===== src/design/pcie_tx_pkg.sv =====
`default_nettype none

package pcie_tx_pkg;

   // ------------------------------
   // Transmit sources
   // ------------------------------

   // Host requests and completions
   localparam int NUM_CH = 2;

   // Channel tag carried with every beat
   // 0 = host request, 1 = completion
   typedef logic t_ch_id;

   // ------------------------------
   // Mux arbitration
   // ------------------------------

   // Idle waits for a valid source, busy holds the grant until tlast
   typedef enum logic {
      ARB_IDLE = 1'b0,
      ARB_BUSY = 1'b1
   } t_arb_state;

   // ------------------------------
   // Application error reporting
   // ------------------------------

   // Reason codes for malformed byte-enables
   typedef enum logic [1:0] {
      ERR_NONE      = 2'd0,
      ERR_KEEP_ZERO = 2'd1,   // no byte enabled
      ERR_KEEP_GAP  = 2'd2    // enabled bytes not packed from byte 0
   } t_err_info;

endpackage

`default_nettype wire


===== src/design/pcie_tx_stream_if.sv =====
`timescale 1ns/10ps
`default_nettype none

interface pcie_tx_stream_if #(
   parameter int DATA_W = 64
);

   localparam int KEEP_W = DATA_W / 8;

   // Handshake
   logic                 tvalid;
   logic                 tready;

   // Beat payload
   logic [DATA_W-1:0]    tdata;
   logic [KEEP_W-1:0]    tkeep;
   logic                 tlast;
   pcie_tx_pkg::t_ch_id  tchan;

   // Driving side of the stream
   modport source (
      output tvalid,
      output tdata,
      output tkeep,
      output tlast,
      output tchan,
      input  tready
   );

   // Receiving side of the stream
   modport sink (
      input  tvalid,
      input  tdata,
      input  tkeep,
      input  tlast,
      input  tchan,
      output tready
   );

endinterface

`default_nettype wire


===== src/design/pcie_tx_arb_mux.sv =====
`timescale 1ns/10ps
`default_nettype none

module pcie_tx_arb_mux #(
   parameter int DATA_W = 64
) (
   input  logic                  avl_clk,
   input  logic                  i_rst_n,

   // Host request source
   input  logic                  i_req_tvalid,
   input  logic [DATA_W-1:0]     i_req_tdata,
   input  logic [DATA_W/8-1:0]   i_req_tkeep,
   input  logic                  i_req_tlast,
   output logic                  o_req_tready,

   // Completion source
   input  logic                  i_cpl_tvalid,
   input  logic [DATA_W-1:0]     i_cpl_tdata,
   input  logic [DATA_W/8-1:0]   i_cpl_tkeep,
   input  logic                  i_cpl_tlast,
   output logic                  o_cpl_tready,

   pcie_tx_stream_if.source      o_stream
);

   localparam int KEEP_W = DATA_W / 8;

   // Sources gathered into arrays indexed by channel id
   logic                      in_valid [pcie_tx_pkg::NUM_CH];
   logic [DATA_W-1:0]         in_data  [pcie_tx_pkg::NUM_CH];
   logic [KEEP_W-1:0]         in_keep  [pcie_tx_pkg::NUM_CH];
   logic                      in_last  [pcie_tx_pkg::NUM_CH];

   pcie_tx_pkg::t_arb_state   state;
   pcie_tx_pkg::t_ch_id       grant_ch;
   pcie_tx_pkg::t_ch_id       last_ch;
   pcie_tx_pkg::t_ch_id       sel_ch;
   pcie_tx_pkg::t_ch_id       cur_ch;
   logic                      fire;

   always_comb begin
      in_valid[0] = i_req_tvalid;
      in_data[0]  = i_req_tdata;
      in_keep[0]  = i_req_tkeep;
      in_last[0]  = i_req_tlast;
      in_valid[1] = i_cpl_tvalid;
      in_data[1]  = i_cpl_tdata;
      in_keep[1]  = i_cpl_tkeep;
      in_last[1]  = i_cpl_tlast;
   end

   // Round-robin pick, the channel not served last wins a tie
   always_comb begin
      if (in_valid[0] && in_valid[1]) begin
         sel_ch = ~last_ch;
      end else if (in_valid[1]) begin
         sel_ch = 1'b1;
      end else begin
         sel_ch = 1'b0;
      end
      cur_ch = (state == pcie_tx_pkg::ARB_BUSY) ? grant_ch : sel_ch;
   end

   // ------------------------------
   // Beat path, no register stage
   // ------------------------------
   assign o_stream.tvalid = in_valid[cur_ch];
   assign o_stream.tdata  = in_data[cur_ch];
   assign o_stream.tkeep  = in_keep[cur_ch];
   assign o_stream.tlast  = in_last[cur_ch];
   assign o_stream.tchan  = cur_ch;

   assign fire = o_stream.tvalid & o_stream.tready;

   // Only the channel being served sees the FIFO ready
   assign o_req_tready = (cur_ch == 1'b0) & o_stream.tready;
   assign o_cpl_tready = (cur_ch == 1'b1) & o_stream.tready;

   // ------------------------------
   // Grant FSM
   // ------------------------------
   always_ff @(posedge avl_clk or negedge i_rst_n) begin
      if (!i_rst_n) begin
         state    <= pcie_tx_pkg::ARB_IDLE;
         grant_ch <= 1'b0;
         last_ch  <= 1'b1;
      end else begin
         case (state)
            pcie_tx_pkg::ARB_IDLE: begin
               if (o_stream.tvalid) begin
                  if (fire && o_stream.tlast) begin
                     // Single-beat packet, grant never needs holding
                     last_ch <= sel_ch;
                  end else begin
                     // Lock the pick so a stalled beat stays stable
                     state    <= pcie_tx_pkg::ARB_BUSY;
                     grant_ch <= sel_ch;
                  end
               end
            end
            pcie_tx_pkg::ARB_BUSY: begin
               if (fire && o_stream.tlast) begin
                  state   <= pcie_tx_pkg::ARB_IDLE;
                  last_ch <= grant_ch;
               end
            end
            default: begin
               state <= pcie_tx_pkg::ARB_IDLE;
            end
         endcase
      end
   end

endmodule

`default_nettype wire


===== src/design/pcie_tx_fifo.sv =====
`timescale 1ns/10ps
`default_nettype none

module pcie_tx_fifo #(
   parameter int DATA_W     = 64,
   parameter int FIFO_DEPTH = 8
) (
   input  logic               avl_clk,
   input  logic               i_rst_n,

   pcie_tx_stream_if.sink     i_stream,
   pcie_tx_stream_if.source   o_stream
);

   localparam int KEEP_W  = DATA_W / 8;
   localparam int PTR_W   = $clog2(FIFO_DEPTH);
   localparam int CNT_W   = PTR_W + 1;
   // Channel, last, keep and data packed into one entry
   localparam int ENTRY_W = 1 + 1 + KEEP_W + DATA_W;

   logic [ENTRY_W-1:0]  mem [FIFO_DEPTH];
   logic [PTR_W-1:0]    wr_ptr;
   logic [PTR_W-1:0]    rd_ptr;
   logic [CNT_W-1:0]    count;
   logic [ENTRY_W-1:0]  wr_entry;
   logic [ENTRY_W-1:0]  rd_entry;
   logic                wr_en;
   logic                rd_en;

   assign i_stream.tready = (count != CNT_W'(FIFO_DEPTH));
   assign o_stream.tvalid = (count != '0);

   assign wr_en = i_stream.tvalid & i_stream.tready;
   assign rd_en = o_stream.tvalid & o_stream.tready;

   assign wr_entry = {i_stream.tchan, i_stream.tlast, i_stream.tkeep, i_stream.tdata};
   assign rd_entry = mem[rd_ptr];

   // Unpack the head entry
   assign o_stream.tdata = rd_entry[DATA_W-1:0];
   assign o_stream.tkeep = rd_entry[DATA_W +: KEEP_W];
   assign o_stream.tlast = rd_entry[DATA_W+KEEP_W];
   assign o_stream.tchan = rd_entry[ENTRY_W-1];

   // ------------------------------
   // Storage
   // ------------------------------
   always_ff @(posedge avl_clk) begin
      if (wr_en) begin
         mem[wr_ptr] <= wr_entry;
      end
   end

   // ------------------------------
   // Pointers and occupancy
   // ------------------------------
   always_ff @(posedge avl_clk or negedge i_rst_n) begin
      if (!i_rst_n) begin
         wr_ptr <= '0;
         rd_ptr <= '0;
         count  <= '0;
      end else begin
         // Pointers wrap on their own, depth is a power of two
         if (wr_en) begin
            wr_ptr <= wr_ptr + 1'b1;
         end
         if (rd_en) begin
            rd_ptr <= rd_ptr + 1'b1;
         end
         case ({wr_en, rd_en})
            2'b10:   count <= count + 1'b1;
            2'b01:   count <= count - 1'b1;
            default: count <= count;
         endcase
      end
   end

endmodule

`default_nettype wire


===== src/design/pcie_tx_avst_adapter.sv =====
`timescale 1ns/10ps
`default_nettype none

module pcie_tx_avst_adapter #(
   parameter int DATA_W = 64
) (
   input  logic                                avl_clk,
   input  logic                                i_rst_n,

   pcie_tx_stream_if.sink                      i_stream,

   // Avalon-ST transmit side
   output logic                                o_avl_tx_valid,
   output logic [DATA_W-1:0]                   o_avl_tx_data,
   output logic                                o_avl_tx_sop,
   output logic                                o_avl_tx_eop,
   output logic [$clog2(DATA_W/8+1)-1:0]       o_avl_tx_empty,
   output pcie_tx_pkg::t_ch_id                 o_avl_tx_chan,
   input  logic                                i_avl_tx_ready,

   // Application error strobe
   output logic                                o_err_valid,
   output pcie_tx_pkg::t_ch_id                 o_err_chan,
   output pcie_tx_pkg::t_err_info              o_err_info
);

   localparam int KEEP_W  = DATA_W / 8;
   localparam int EMPTY_W = $clog2(KEEP_W + 1);

   logic                      load;
   logic                      in_pkt;
   logic [EMPTY_W-1:0]        empty_cnt;
   logic [KEEP_W-1:0]         keep_inc;
   logic                      keep_gap;
   pcie_tx_pkg::t_err_info    err_code;

   // Output register takes a new beat when empty or being drained
   assign i_stream.tready = ~o_avl_tx_valid | i_avl_tx_ready;
   assign load            = i_stream.tvalid & i_stream.tready;

   // ------------------------------
   // Keep decode
   // ------------------------------

   // Empty is the number of cleared byte-enables
   always_comb begin
      empty_cnt = '0;
      for (int i = 0; i < KEEP_W; i++) begin
         if (!i_stream.tkeep[i]) begin
            empty_cnt = empty_cnt + 1'b1;
         end
      end
   end

   // A packed keep plus one leaves no bit shared with the keep
   assign keep_inc = i_stream.tkeep + {{(KEEP_W-1){1'b0}}, 1'b1};
   assign keep_gap = |(i_stream.tkeep & keep_inc);

   always_comb begin
      if (i_stream.tkeep == '0) begin
         err_code = pcie_tx_pkg::ERR_KEEP_ZERO;
      end else if (keep_gap) begin
         err_code = pcie_tx_pkg::ERR_KEEP_GAP;
      end else begin
         err_code = pcie_tx_pkg::ERR_NONE;
      end
   end

   // ------------------------------
   // Control state
   // ------------------------------
   always_ff @(posedge avl_clk or negedge i_rst_n) begin
      if (!i_rst_n) begin
         o_avl_tx_valid <= 1'b0;
         o_err_valid    <= 1'b0;
         in_pkt         <= 1'b0;
      end else begin
         // Pulse once per bad beat, even while the beat is stalled
         o_err_valid <= load && (err_code != pcie_tx_pkg::ERR_NONE);
         if (load) begin
            o_avl_tx_valid <= 1'b1;
            in_pkt         <= ~i_stream.tlast;
         end else if (i_avl_tx_ready) begin
            o_avl_tx_valid <= 1'b0;
         end
      end
   end

   // Payload and error detail
   always_ff @(posedge avl_clk) begin
      if (load) begin
         o_avl_tx_data  <= i_stream.tdata;
         o_avl_tx_sop   <= ~in_pkt;
         o_avl_tx_eop   <= i_stream.tlast;
         o_avl_tx_empty <= empty_cnt;
         o_avl_tx_chan  <= i_stream.tchan;
         o_err_chan     <= i_stream.tchan;
         o_err_info     <= err_code;
      end
   end

endmodule

`default_nettype wire


===== src/design/pcie_tx_top.sv =====
`timescale 1ns/10ps
`default_nettype none

module pcie_tx_top #(
   parameter int DATA_W     = 64,
   parameter int FIFO_DEPTH = 8
) (
   input  logic                                avl_clk,
   input  logic                                i_rst_n,

   // Channel 0, host requests
   input  logic                                i_req_tvalid,
   input  logic [DATA_W-1:0]                   i_req_tdata,
   input  logic [DATA_W/8-1:0]                 i_req_tkeep,
   input  logic                                i_req_tlast,
   output logic                                o_req_tready,

   // Channel 1, completions
   input  logic                                i_cpl_tvalid,
   input  logic [DATA_W-1:0]                   i_cpl_tdata,
   input  logic [DATA_W/8-1:0]                 i_cpl_tkeep,
   input  logic                                i_cpl_tlast,
   output logic                                o_cpl_tready,

   // Avalon-ST transmit output
   output logic                                o_avl_tx_valid,
   output logic [DATA_W-1:0]                   o_avl_tx_data,
   output logic                                o_avl_tx_sop,
   output logic                                o_avl_tx_eop,
   output logic [$clog2(DATA_W/8+1)-1:0]       o_avl_tx_empty,
   output pcie_tx_pkg::t_ch_id                 o_avl_tx_chan,
   input  logic                                i_avl_tx_ready,

   // Error reporting
   output logic                                o_err_valid,
   output pcie_tx_pkg::t_ch_id                 o_err_chan,
   output pcie_tx_pkg::t_err_info              o_err_info
);

   pcie_tx_stream_if #(.DATA_W(DATA_W)) mux_to_fifo ();
   pcie_tx_stream_if #(.DATA_W(DATA_W)) fifo_to_adapter ();

   // ------------------------------
   // Producer, merges both sources
   // ------------------------------
   pcie_tx_arb_mux #(
      .DATA_W (DATA_W)
   ) u_arb_mux (
      .avl_clk      (avl_clk),
      .i_rst_n      (i_rst_n),
      .i_req_tvalid (i_req_tvalid),
      .i_req_tdata  (i_req_tdata),
      .i_req_tkeep  (i_req_tkeep),
      .i_req_tlast  (i_req_tlast),
      .o_req_tready (o_req_tready),
      .i_cpl_tvalid (i_cpl_tvalid),
      .i_cpl_tdata  (i_cpl_tdata),
      .i_cpl_tkeep  (i_cpl_tkeep),
      .i_cpl_tlast  (i_cpl_tlast),
      .o_cpl_tready (o_cpl_tready),
      .o_stream     (mux_to_fifo)
   );

   // Beat buffer
   pcie_tx_fifo #(
      .DATA_W     (DATA_W),
      .FIFO_DEPTH (FIFO_DEPTH)
   ) u_fifo (
      .avl_clk  (avl_clk),
      .i_rst_n  (i_rst_n),
      .i_stream (mux_to_fifo),
      .o_stream (fifo_to_adapter)
   );

   // ------------------------------
   // Consumer, AXI-stream to Avalon-ST
   // ------------------------------
   pcie_tx_avst_adapter #(
      .DATA_W (DATA_W)
   ) u_avst_adapter (
      .avl_clk        (avl_clk),
      .i_rst_n        (i_rst_n),
      .i_stream       (fifo_to_adapter),
      .o_avl_tx_valid (o_avl_tx_valid),
      .o_avl_tx_data  (o_avl_tx_data),
      .o_avl_tx_sop   (o_avl_tx_sop),
      .o_avl_tx_eop   (o_avl_tx_eop),
      .o_avl_tx_empty (o_avl_tx_empty),
      .o_avl_tx_chan  (o_avl_tx_chan),
      .i_avl_tx_ready (i_avl_tx_ready),
      .o_err_valid    (o_err_valid),
      .o_err_chan     (o_err_chan),
      .o_err_info     (o_err_info)
   );

endmodule

`default_nettype wire


===== config.mk =====
export PLATFORM = sky130hd
export DESIGN_NAME = pcie_tx_top
export DESIGN_NICKNAME = d
export VERILOG_FILES = /design/src/design/pcie_tx_pkg.sv /design/src/design/pcie_tx_stream_if.sv /design/src/design/pcie_tx_arb_mux.sv /design/src/design/pcie_tx_fifo.sv /design/src/design/pcie_tx_avst_adapter.sv /design/src/design/pcie_tx_top.sv
export SDC_FILE = /design/constraint.sdc
export NUM_CORES = 1
export LEC_CHECK = 0
export ABC_AREA = 0
export BUFFER_PORTS_ARGS = -buffer_cell sky130_fd_sc_hd__buf_2
export CAP_MARGIN = 20
export CORE_MARGIN = 4
export CORE_UTILIZATION = 65
export CTS_BUF_LIST = sky130_fd_sc_hd__clkbuf_4
export DETAILED_ROUTE_END_ITERATION = 8
export PLACE_DENSITY = 0.86
export SLEW_MARGIN = 15
export SYNTH_ARGS = -nofsm -noshare
export SYNTH_HDL_FRONTEND = slang
export SYNTH_SLANG_ARGS = --single-unit

===== constraint.sdc =====
create_clock -name avl_clk -period 20.8 [get_ports avl_clk]
set_clock_uncertainty 0.2 [all_clocks]
set_input_delay 1.04 -clock avl_clk [delete_from_list [all_inputs] [get_ports avl_clk]]
set_output_delay 1.04 -clock avl_clk [all_outputs]
set_load 0.005 [all_outputs]

-- After elaboration in Yosys (flattened, before gate mapping)
Memories as Yosys holds them, arrays and structs flattened.
Cells that the tools add are included.
- register bits after elaboration: 89
- RAM bits: 592
- bits of input ports: 151
- output and inout port bits: 78
- logic and storage cells: 97
- memories: 1
- add/subtract/negate cells: 12
- $lt $le $gt $ge: 1
- equality and inequality tests: 6
- multiplexer cells: 37
- bitwise gates (word level): 14
- reductions and logical operators: 11
- memories (name ; words ; bits a word ; rd ports ; clocked after Yosys merged registers in ; wr ports ; RTL line ; text):
    u_fifo.mem ; 8 ; 74 ; 1 ; 0 ; 1 ; pcie_tx_fifo.sv:21 ; logic [ENTRY_W-1:0] mem [FIFO_DEPTH];
- operator list (kind ; number):
    $mux W64 ; 3
    $add A4 B1 Y4 const B ; 7
    $mux W4 ; 7
    $mux W8 ; 3
    $mux W1 ; 19
    $add A8 B1 Y8 const B ; 1
    $and A8 B8 Y8 ; 1
    $logic_not A8 Y1 ; 1
    $pmux W4 S2 ; 1
    $reduce_or A8 Y1 ; 1
    $not A1 Y1 ; 7
    $add A3 B1 Y3 const B ; 2
    $reduce_and A3 Y1 ; 2
    $reduce_bool A2 Y1 ; 3
    $and A1 B1 Y1 ; 4
    $mux W2 ; 2
    $ne A2 B1 Y1 const B ; 2
    $ne A4 B4 Y1 const B ; 1
    $pmux W1 S2 ; 2
    $reduce_bool A4 Y1 ; 1
    $sub A4 B1 Y4 const B ; 1
    $logic_and A1 B1 Y1 ; 3
    $add A1 B1 Y2 const B ; 1
    $eq A2 B1 Y1 const B ; 1
    other kinds (5) ; 5

-- Longest topological paths before layout
An unclocked memory read counts as a cell.
- word-level depth: 16
- depth in mapped cells: 23
- gate-level depth less buffers: 20

-- Cells and area by module
A second synthesis with hierarchy kept.
- cells, all modules: 1217
- area total of the unflattened synthesis: 27144.8 um2
- by module, submodules not included (module ; times used ; cells an instance ; area each (um2) ; sequential area each (um2)):
    pcie_tx_fifo ; 1 ; 921 ; 22858.2 ; 18027.3
    pcie_tx_avst_adapter ; 1 ; 188 ; 3181.8 ; 2267.2
    pcie_tx_arb_mux ; 1 ; 108 ; 1104.8 ; 76.3

-- Worst setup path after synthesis
OpenSTA, ideal clock, no wires.
- path kind: input -> register
- from: in i_req_tvalid
- to: mem u_fifo.mem[0][0] (netlist bit), enable pin
- library setup time: 0.597 ns
- arrival time: 6.779 ns
- required time: 20.003 ns
- path slack: 13.224 ns
- cell stages on the path: 4
- path buffers: 0
- cell sequence: nor2_1 > a211o_1 > or2_2 > nor3_1
- longest elaborated chain between the ends: 10
- RTL lines (element ; RTL line ; text):
    from (decl) ; pcie_tx_top.sv:12 ; input logic i_req_tvalid,
    $logic_and A1 B1 Y1 ; pcie_tx_arb_mux.sv:55 ; if (in_valid[0] && in_valid[1]) begin
    $mux W1 ; pcie_tx_arb_mux.sv:55 ;
    $mux W1 ; pcie_tx_arb_mux.sv:62 ; cur_ch = (state == pcie_tx_pkg::ARB_BUSY) ? grant_ch : sel_ch;
    $not A1 Y2 (not written as such) ; pcie_tx_arb_mux.sv:68 ; assign o_stream.tvalid = in_valid[cur_ch];
    $mux W1 (not written as such) (*) (3 in a row) ; pcie_tx_arb_mux.sv:68 ;
    $and A1 B1 Y1 (*) ; pcie_tx_fifo.sv:33 ; assign wr_en = i_stream.tvalid & i_stream.tready;
    $mux W1 (*) ; pcie_tx_fifo.sv:49 ; if (wr_en) begin
    $mux W1 (not written as such) (*) ; pcie_tx_fifo.sv:50 ; mem[wr_ptr] <= wr_entry;
    to (decl) ; pcie_tx_fifo.sv:21 ;
Mark *: on every way between the ends. The rest lies on a longest branch, timed or not. The select of a mux whose other input is x is not followed.

-- Worst setup path in the final report
- from: reg u_fifo.rd_ptr[0]
- to: reg u_avst_adapter.o_avl_tx_empty[2], data pin
- longest elaborated chain between the ends: 16
- RTL lines (element ; RTL line ; text):
    from (decl) ; pcie_tx_fifo.sv:23 ; logic [PTR_W-1:0] rd_ptr;
    from (signal assigned) ; pcie_tx_fifo.sv:68 ; rd_ptr <= rd_ptr + 1'b1;
    $mem_v2 Z8 W74 (*) ; -- ;
    $mux W1 ; pcie_tx_avst_adapter.sv:49 ; if (!i_stream.tkeep[i]) begin
    $add A1 B1 Y2 ; pcie_tx_avst_adapter.sv:50 ; empty_cnt = empty_cnt + 1'b1;
    $mux W4 ; pcie_tx_avst_adapter.sv:49 ;
    $add A4 B1 Y4 ; pcie_tx_avst_adapter.sv:50 ;
    $mux W4 ; pcie_tx_avst_adapter.sv:49 ;
    $add A4 B1 Y4 ; pcie_tx_avst_adapter.sv:50 ;
    $mux W4 ; pcie_tx_avst_adapter.sv:49 ;
    $add A4 B1 Y4 ; pcie_tx_avst_adapter.sv:50 ;
    $mux W4 ; pcie_tx_avst_adapter.sv:49 ;
    $add A4 B1 Y4 ; pcie_tx_avst_adapter.sv:50 ;
    $mux W4 ; pcie_tx_avst_adapter.sv:49 ;
    $add A4 B1 Y4 ; pcie_tx_avst_adapter.sv:50 ;
    $mux W4 ; pcie_tx_avst_adapter.sv:49 ;
    $add A4 B1 Y4 ; pcie_tx_avst_adapter.sv:50 ;
    $mux W4 (*) ; pcie_tx_avst_adapter.sv:49 ;
    net u_avst_adapter.empty_cnt[2] ; pcie_tx_avst_adapter.sv:32 ; logic [EMPTY_W-1:0] empty_cnt;
    to (signal assigned) ; pcie_tx_avst_adapter.sv:95 ; o_avl_tx_empty <= empty_cnt;
    to (decl) ; pcie_tx_avst_adapter.sv:17 ; output logic [$clog2(DATA_W/8+1)-1:0] o_avl_tx_empty,
The timed path passes the listed nets; every way through them passes the cells marked *.
A chain may end at the register's enable or synchronous reset.

==> results_dict.tcl <==
set metrics [dict create \
    die_h_um 211.8 \
    fmaxAchievable_mhz 169.4 \
    synth_xor_area_share_pct 0.7836 \
    critical_path_class "reg2reg" \
    clock_path_buffers 3 \
    hold-worst-slack_ns 0.1964 \
    die_width_um 211.8 \
    reg2reg_to "u_avst_adapter.o_avl_tx_empty[2]$_DFFE_PP_" \
    synthesis.instances 1375 \
    vias 14180 \
    grt-ovfl-total 0 \
    firstDrtPassIters 7 \
    post_synth_instance_area_um2 26990 \
    finalWorstPathRequiredPeriod_ns 5.905 \
    area.growth.synth_to_final_pct 14.46 \
    yosysWarnings 0 \
    cpPeakStageDelay_ns 0.81 \
    post_synth_top_flop "sky130_fd_sc_hd__edfxtp_1" \
    grt_antenna_before_repair 2 \
    final_max_slew_viols 0 \
    maximum_capacitance_violations 0 \
    power-per-cell-area_nw_per_um2 176.9 \
    synth_async_sr_flop_share_pct 2.349 \
    holdPathStages 2 \
    cts-resized-gates 0 \
    critical_path_cell_by_cell "buf_4 > mux4_2 > mux2i_4 > nand2_1 > a21o_1 > o211a_1 > ha_1 > xnor3_1 > o211ai_1 > nand2_1 > ha_1 > nor2_1 > a31oi_4 > ha_1 > nand2_1 > xnor2_1 > xnor2_1 > xnor2_1" \
    io_buffers 228 \
    cts_hold_buffers 1 \
    finalWirelength_um 54090 \
    first_pass_grt_wire_length_um 83840 \
    cell_with_the_most_instances_after_synthesis "sky130_fd_sc_hd__edfxtp_1" \
    synth-seq-area-share_pct 75.49 \
    cts_tree "yes" \
    gr-usage-all-layers_pct 24.82 \
    layout.nets 1893 \
    outcome "completed" \
    synth_compound_area_share_pct 1.409 \
    tritoncts_num_sinks 681 \
    critical-path-slowest-cell "sky130_fd_sc_hd__buf_4" \
    num_io_pins 229 \
    dominant_combinational_cell_family_by_area_after_synthesis "multiplexers" \
    floorplan.die_area_um2 44840 \
    drc 0 \
    clock_latency_ns 0.86 \
    timing_hold_violations_final 0 \
    ff2ff_path_depth 18 \
    worstMarginPinSlew_ns 1.053 \
    viasPerCell 5.928 \
    grt_setup_unrepaired "no" \
    start_util_pct 65.94 \
    ys_ff_latch 681 \
    synth_simple_gate_area_share_pct 4.558 \
    yosys.area.top_type "sky130_fd_sc_hd__edfxtp_1" \
    via_count_of_the_first_global_routing_pass 14980 \
    total_leakage_power_nw 11.05 \
    yosys.area_share.adder_pct 0.7233 \
    place.detailed.hpwl_um 30310 \
    hold-path-endpoint "u_avst_adapter.o_avl_tx_valid$_DFFE_PN0P_" \
    core_area_um2 40920 \
    pin_count_of_the_biggest_net_entering_global_routing 84 \
    cts_post_setup_buffers_inserted 0 \
    synth.distinct_cells 64 \
    worst_r2r_startpoint "u_fifo.rd_ptr[0]$_DFFE_PN0P_" \
    drive_gt1_share_pct 40.52 \
    drt-wirelength-per-cell_um 22.62 \
    ys_top_cells_by_count "665 x sky130_fd_sc_hd__edfxtp_1, 250 x sky130_fd_sc_hd__nand2_1, 146 x sky130_fd_sc_hd__mux4_2, 72 x sky130_fd_sc_hd__mux2_2, 34 x sky130_fd_sc_hd__clkbuf_1" \
    peakVddDrop_uv 161.2 \
    worstSetupEndpointType "flip-flop" \
    number_of_design_rule_violations_left_by_the_first_detailed_router_iteration 1243 \
    slew_headroom_pct 29.80 \
    critPathRequiredTime_ns 21.17 \
    synth_top_area_share_pct 74.00 \
    synth_top_cells_by_area "sky130_fd_sc_hd__edfxtp_1 74%, sky130_fd_sc_hd__mux4_2 12%, sky130_fd_sc_hd__nand2_1 3.5%" \
    setup_crit_start_kind "flip-flop" \
    syn-num-nets 1541 \
    ff2ff_setup_slack_ns 14.90 \
    gate_family_responsible_for_the_most_delay_along_the_worst_path "multiplexers" \
    worst-endpoint-arrival_ns 6.28 \
    path_buf_inv 1 \
    timing.final.crit_share_pct 28.39 \
    report.final.setup_viol 0 \
    cts_max_level 4 \
    worst_hold_path_type "in2reg" \
    numCtsBuffers 160 \
    root_buffer "sky130_fd_sc_hd__clkbuf_4" \
    fin_setup_tns_ns 0 \
    synth-edff-count 665 \
    post_synth_mux_area_share_pct 15.80 \
    ant_nets 0 \
    fp-row-count 74 \
    finalWeightedCongestion 0.8424 \
    crit_path_max_fanout 49 \
    postSynthAreaPerCell_um2 19.63 \
    clk_transition_reported_paths_ns 0.07 \
    worst_hold_startpoint "i_avl_tx_ready" \
]
-- registers in the layout, summed over array words and instances (netlist names) --
name and flops:
u_arb_mux.grant_ch 1, u_avst_adapter.o_avl_tx_chan 1, u_avst_adapter.o_avl_tx_empty 4, u_avst_adapter.o_avl_tx_sop 1, u_arb_mux.last_ch 1, u_avst_adapter.o_err_valid 1, u_avst_adapter.o_err_info 2, u_avst_adapter.o_avl_tx_data 64
u_fifo.rd_ptr 3, u_avst_adapter.o_avl_tx_valid 1, u_avst_adapter.o_avl_tx_eop 1, u_fifo.mem 592, u_fifo.count 4, u_fifo.wr_ptr 3, u_arb_mux.state 1, u_avst_adapter.in_pkt 1
-- worst reg2reg max path, stage by stage (launching register included) --
cell and delay [ns]:
sky130_fd_sc_hd__dfrtp_4 0.67, sky130_fd_sc_hd__buf_4 0.81, sky130_fd_sc_hd__mux4_2 0.67, sky130_fd_sc_hd__mux2i_4 0.33
sky130_fd_sc_hd__nand2_1 0.15, sky130_fd_sc_hd__a21o_1 0.19, sky130_fd_sc_hd__o211a_1 0.16, sky130_fd_sc_hd__ha_1 0.29
sky130_fd_sc_hd__xnor3_1 0.42, sky130_fd_sc_hd__o211ai_1 0.35, sky130_fd_sc_hd__nand2_1 0.10, sky130_fd_sc_hd__ha_1 0.29
sky130_fd_sc_hd__nor2_1 0.07, sky130_fd_sc_hd__a31oi_4 0.21, sky130_fd_sc_hd__ha_1 0.18, sky130_fd_sc_hd__nand2_1 0.06
sky130_fd_sc_hd__xnor2_1 0.17, sky130_fd_sc_hd__xnor2_1 0.21, sky130_fd_sc_hd__xnor2_1 0.10
-- worst max-delay path by stage --
| stage | from | endpoint | slack [ns] | cells after the start |
|---|---|---|---|---|
| 2_1_floorplan | i_req_tvalid | u_fifo.mem[0][0]$_DFFE_PP_ | 13.22 | 4 |
| 3_3_place_gp | u_fifo.rd_ptr[0]$_DFFE_PN0P_ | u_avst_adapter.o_avl_tx_empty[2]$_DFFE_PP_ | 15.15 | 18 |
| 3_5_place_dp | u_fifo.rd_ptr[0]$_DFFE_PN0P_ | u_avst_adapter.o_avl_tx_empty[2]$_DFFE_PP_ | 14.94 | 18 |
| 4_1_cts | u_fifo.rd_ptr[0]$_DFFE_PN0P_ | u_avst_adapter.o_avl_tx_empty[2]$_DFFE_PP_ | 14.89 | 18 |
| 5_1_grt | u_fifo.rd_ptr[0]$_DFFE_PN0P_ | u_avst_adapter.o_avl_tx_empty[2]$_DFFE_PP_ | 14.48 | 18 |
| 6_report | u_fifo.rd_ptr[0]$_DFFE_PN0P_ | u_avst_adapter.o_avl_tx_empty[2]$_DFFE_PP_ | 14.90 | 18 |
-- metal layers --
metal	share of wire, %	global-route usage [%]	up-vias
met3	6.9	5.068	76
met4	2.1	7.930	0
li1	-	-	6291
met5	0	0	-
met2	53	42.29	655
met1	38	32.98	7153
-- power breakdown --
part	internal (W)	total [W]	leakage, nW	switching [W]
clock	0.000555	0.00105	1.21	0.000499
combinational	0.000894	0.00213	3.54	0.00124
sequential	0.00215	0.00228	6.29	0.000126
total	0.00360	0.00546	11.0	0.00186
-- metrics by stage --
stage / power [W] / cells / cell area, µm² / setup WS [ns] / utilization [%]
floorplan: 0.003837 / 1375 / 26990 / 13.22 / -
global placement: 0.004307 / 2095 / 28770 / 15.15 / 70.29
detailed placement: 0.004434 / 2096 / 28790 / 14.94 / 70.36
CTS: 0.005508 / 2388 / 30880 / 14.89 / 75.46
global route: 0.005801 / 2391 / 30890 / 14.48 / 75.47
finish: 0.005464 / 2391 / 30890 / 14.90 / 75.47
-- cell type report --
class | count | area, µm²
antenna | 3 | 7.507
clock buffer | 233 | 1749
clock inverter | 58 | 327.8
fill | 2259 | 10040
inverter | 17 | 63.81
multi-input combinational | 616 | 6355
sequential | 681 | 20380
tap | 532 | 665.6
timing repair buffer | 251 | 1336
-- cell usage in the layout (no fill, tap or decap), types with 3 or more instances in the layout --
cell	instances
sky130_fd_sc_hd__nor3_1	6
sky130_fd_sc_hd__inv_1	15
sky130_fd_sc_hd__xnor2_1	10
sky130_fd_sc_hd__nor2_1	19
sky130_fd_sc_hd__clkbuf_4	233
sky130_fd_sc_hd__edfxtp_1	665
sky130_fd_sc_hd__ha_1	14
sky130_fd_sc_hd__diode_2	3
sky130_fd_sc_hd__nor2_4	6
sky130_fd_sc_hd__a21oi_1	6
sky130_fd_sc_hd__o21ai_0	5
sky130_fd_sc_hd__dfrtp_1	12
sky130_fd_sc_hd__clkinvlp_4	5
sky130_fd_sc_hd__nand2_1	249
sky130_fd_sc_hd__o21ai_1	3
sky130_fd_sc_hd__dfrtp_4	3
sky130_fd_sc_hd__inv_2	6
sky130_fd_sc_hd__clkinv_1	42
sky130_fd_sc_hd__xor2_1	3
sky130_fd_sc_hd__nor4_1	4
sky130_fd_sc_hd__mux4_2	146
sky130_fd_sc_hd__buf_4	21
sky130_fd_sc_hd__nand3_1	4
sky130_fd_sc_hd__a21o_1	3
sky130_fd_sc_hd__mux2_4	3
sky130_fd_sc_hd__mux2_2	72
sky130_fd_sc_hd__buf_2	228
sky130_fd_sc_hd__nand2b_1	3
sky130_fd_sc_hd__bufinv_16	3
sky130_fd_sc_hd__mux2i_1	7
-- cells by family (layout without fill, tap and decap cells) --
family	after synthesis	after routing
multiplexers	231	231
XOR/XNOR	17	17
buffers and inverters	78	559
AO/OA/AOI/OAI	48	48
adder cells (fa/ha/maj)	15	15
AND/OR/NAND/NOR	305	305
flip-flops	681	681
other	0	3
(Power assumes the default switching activity.)
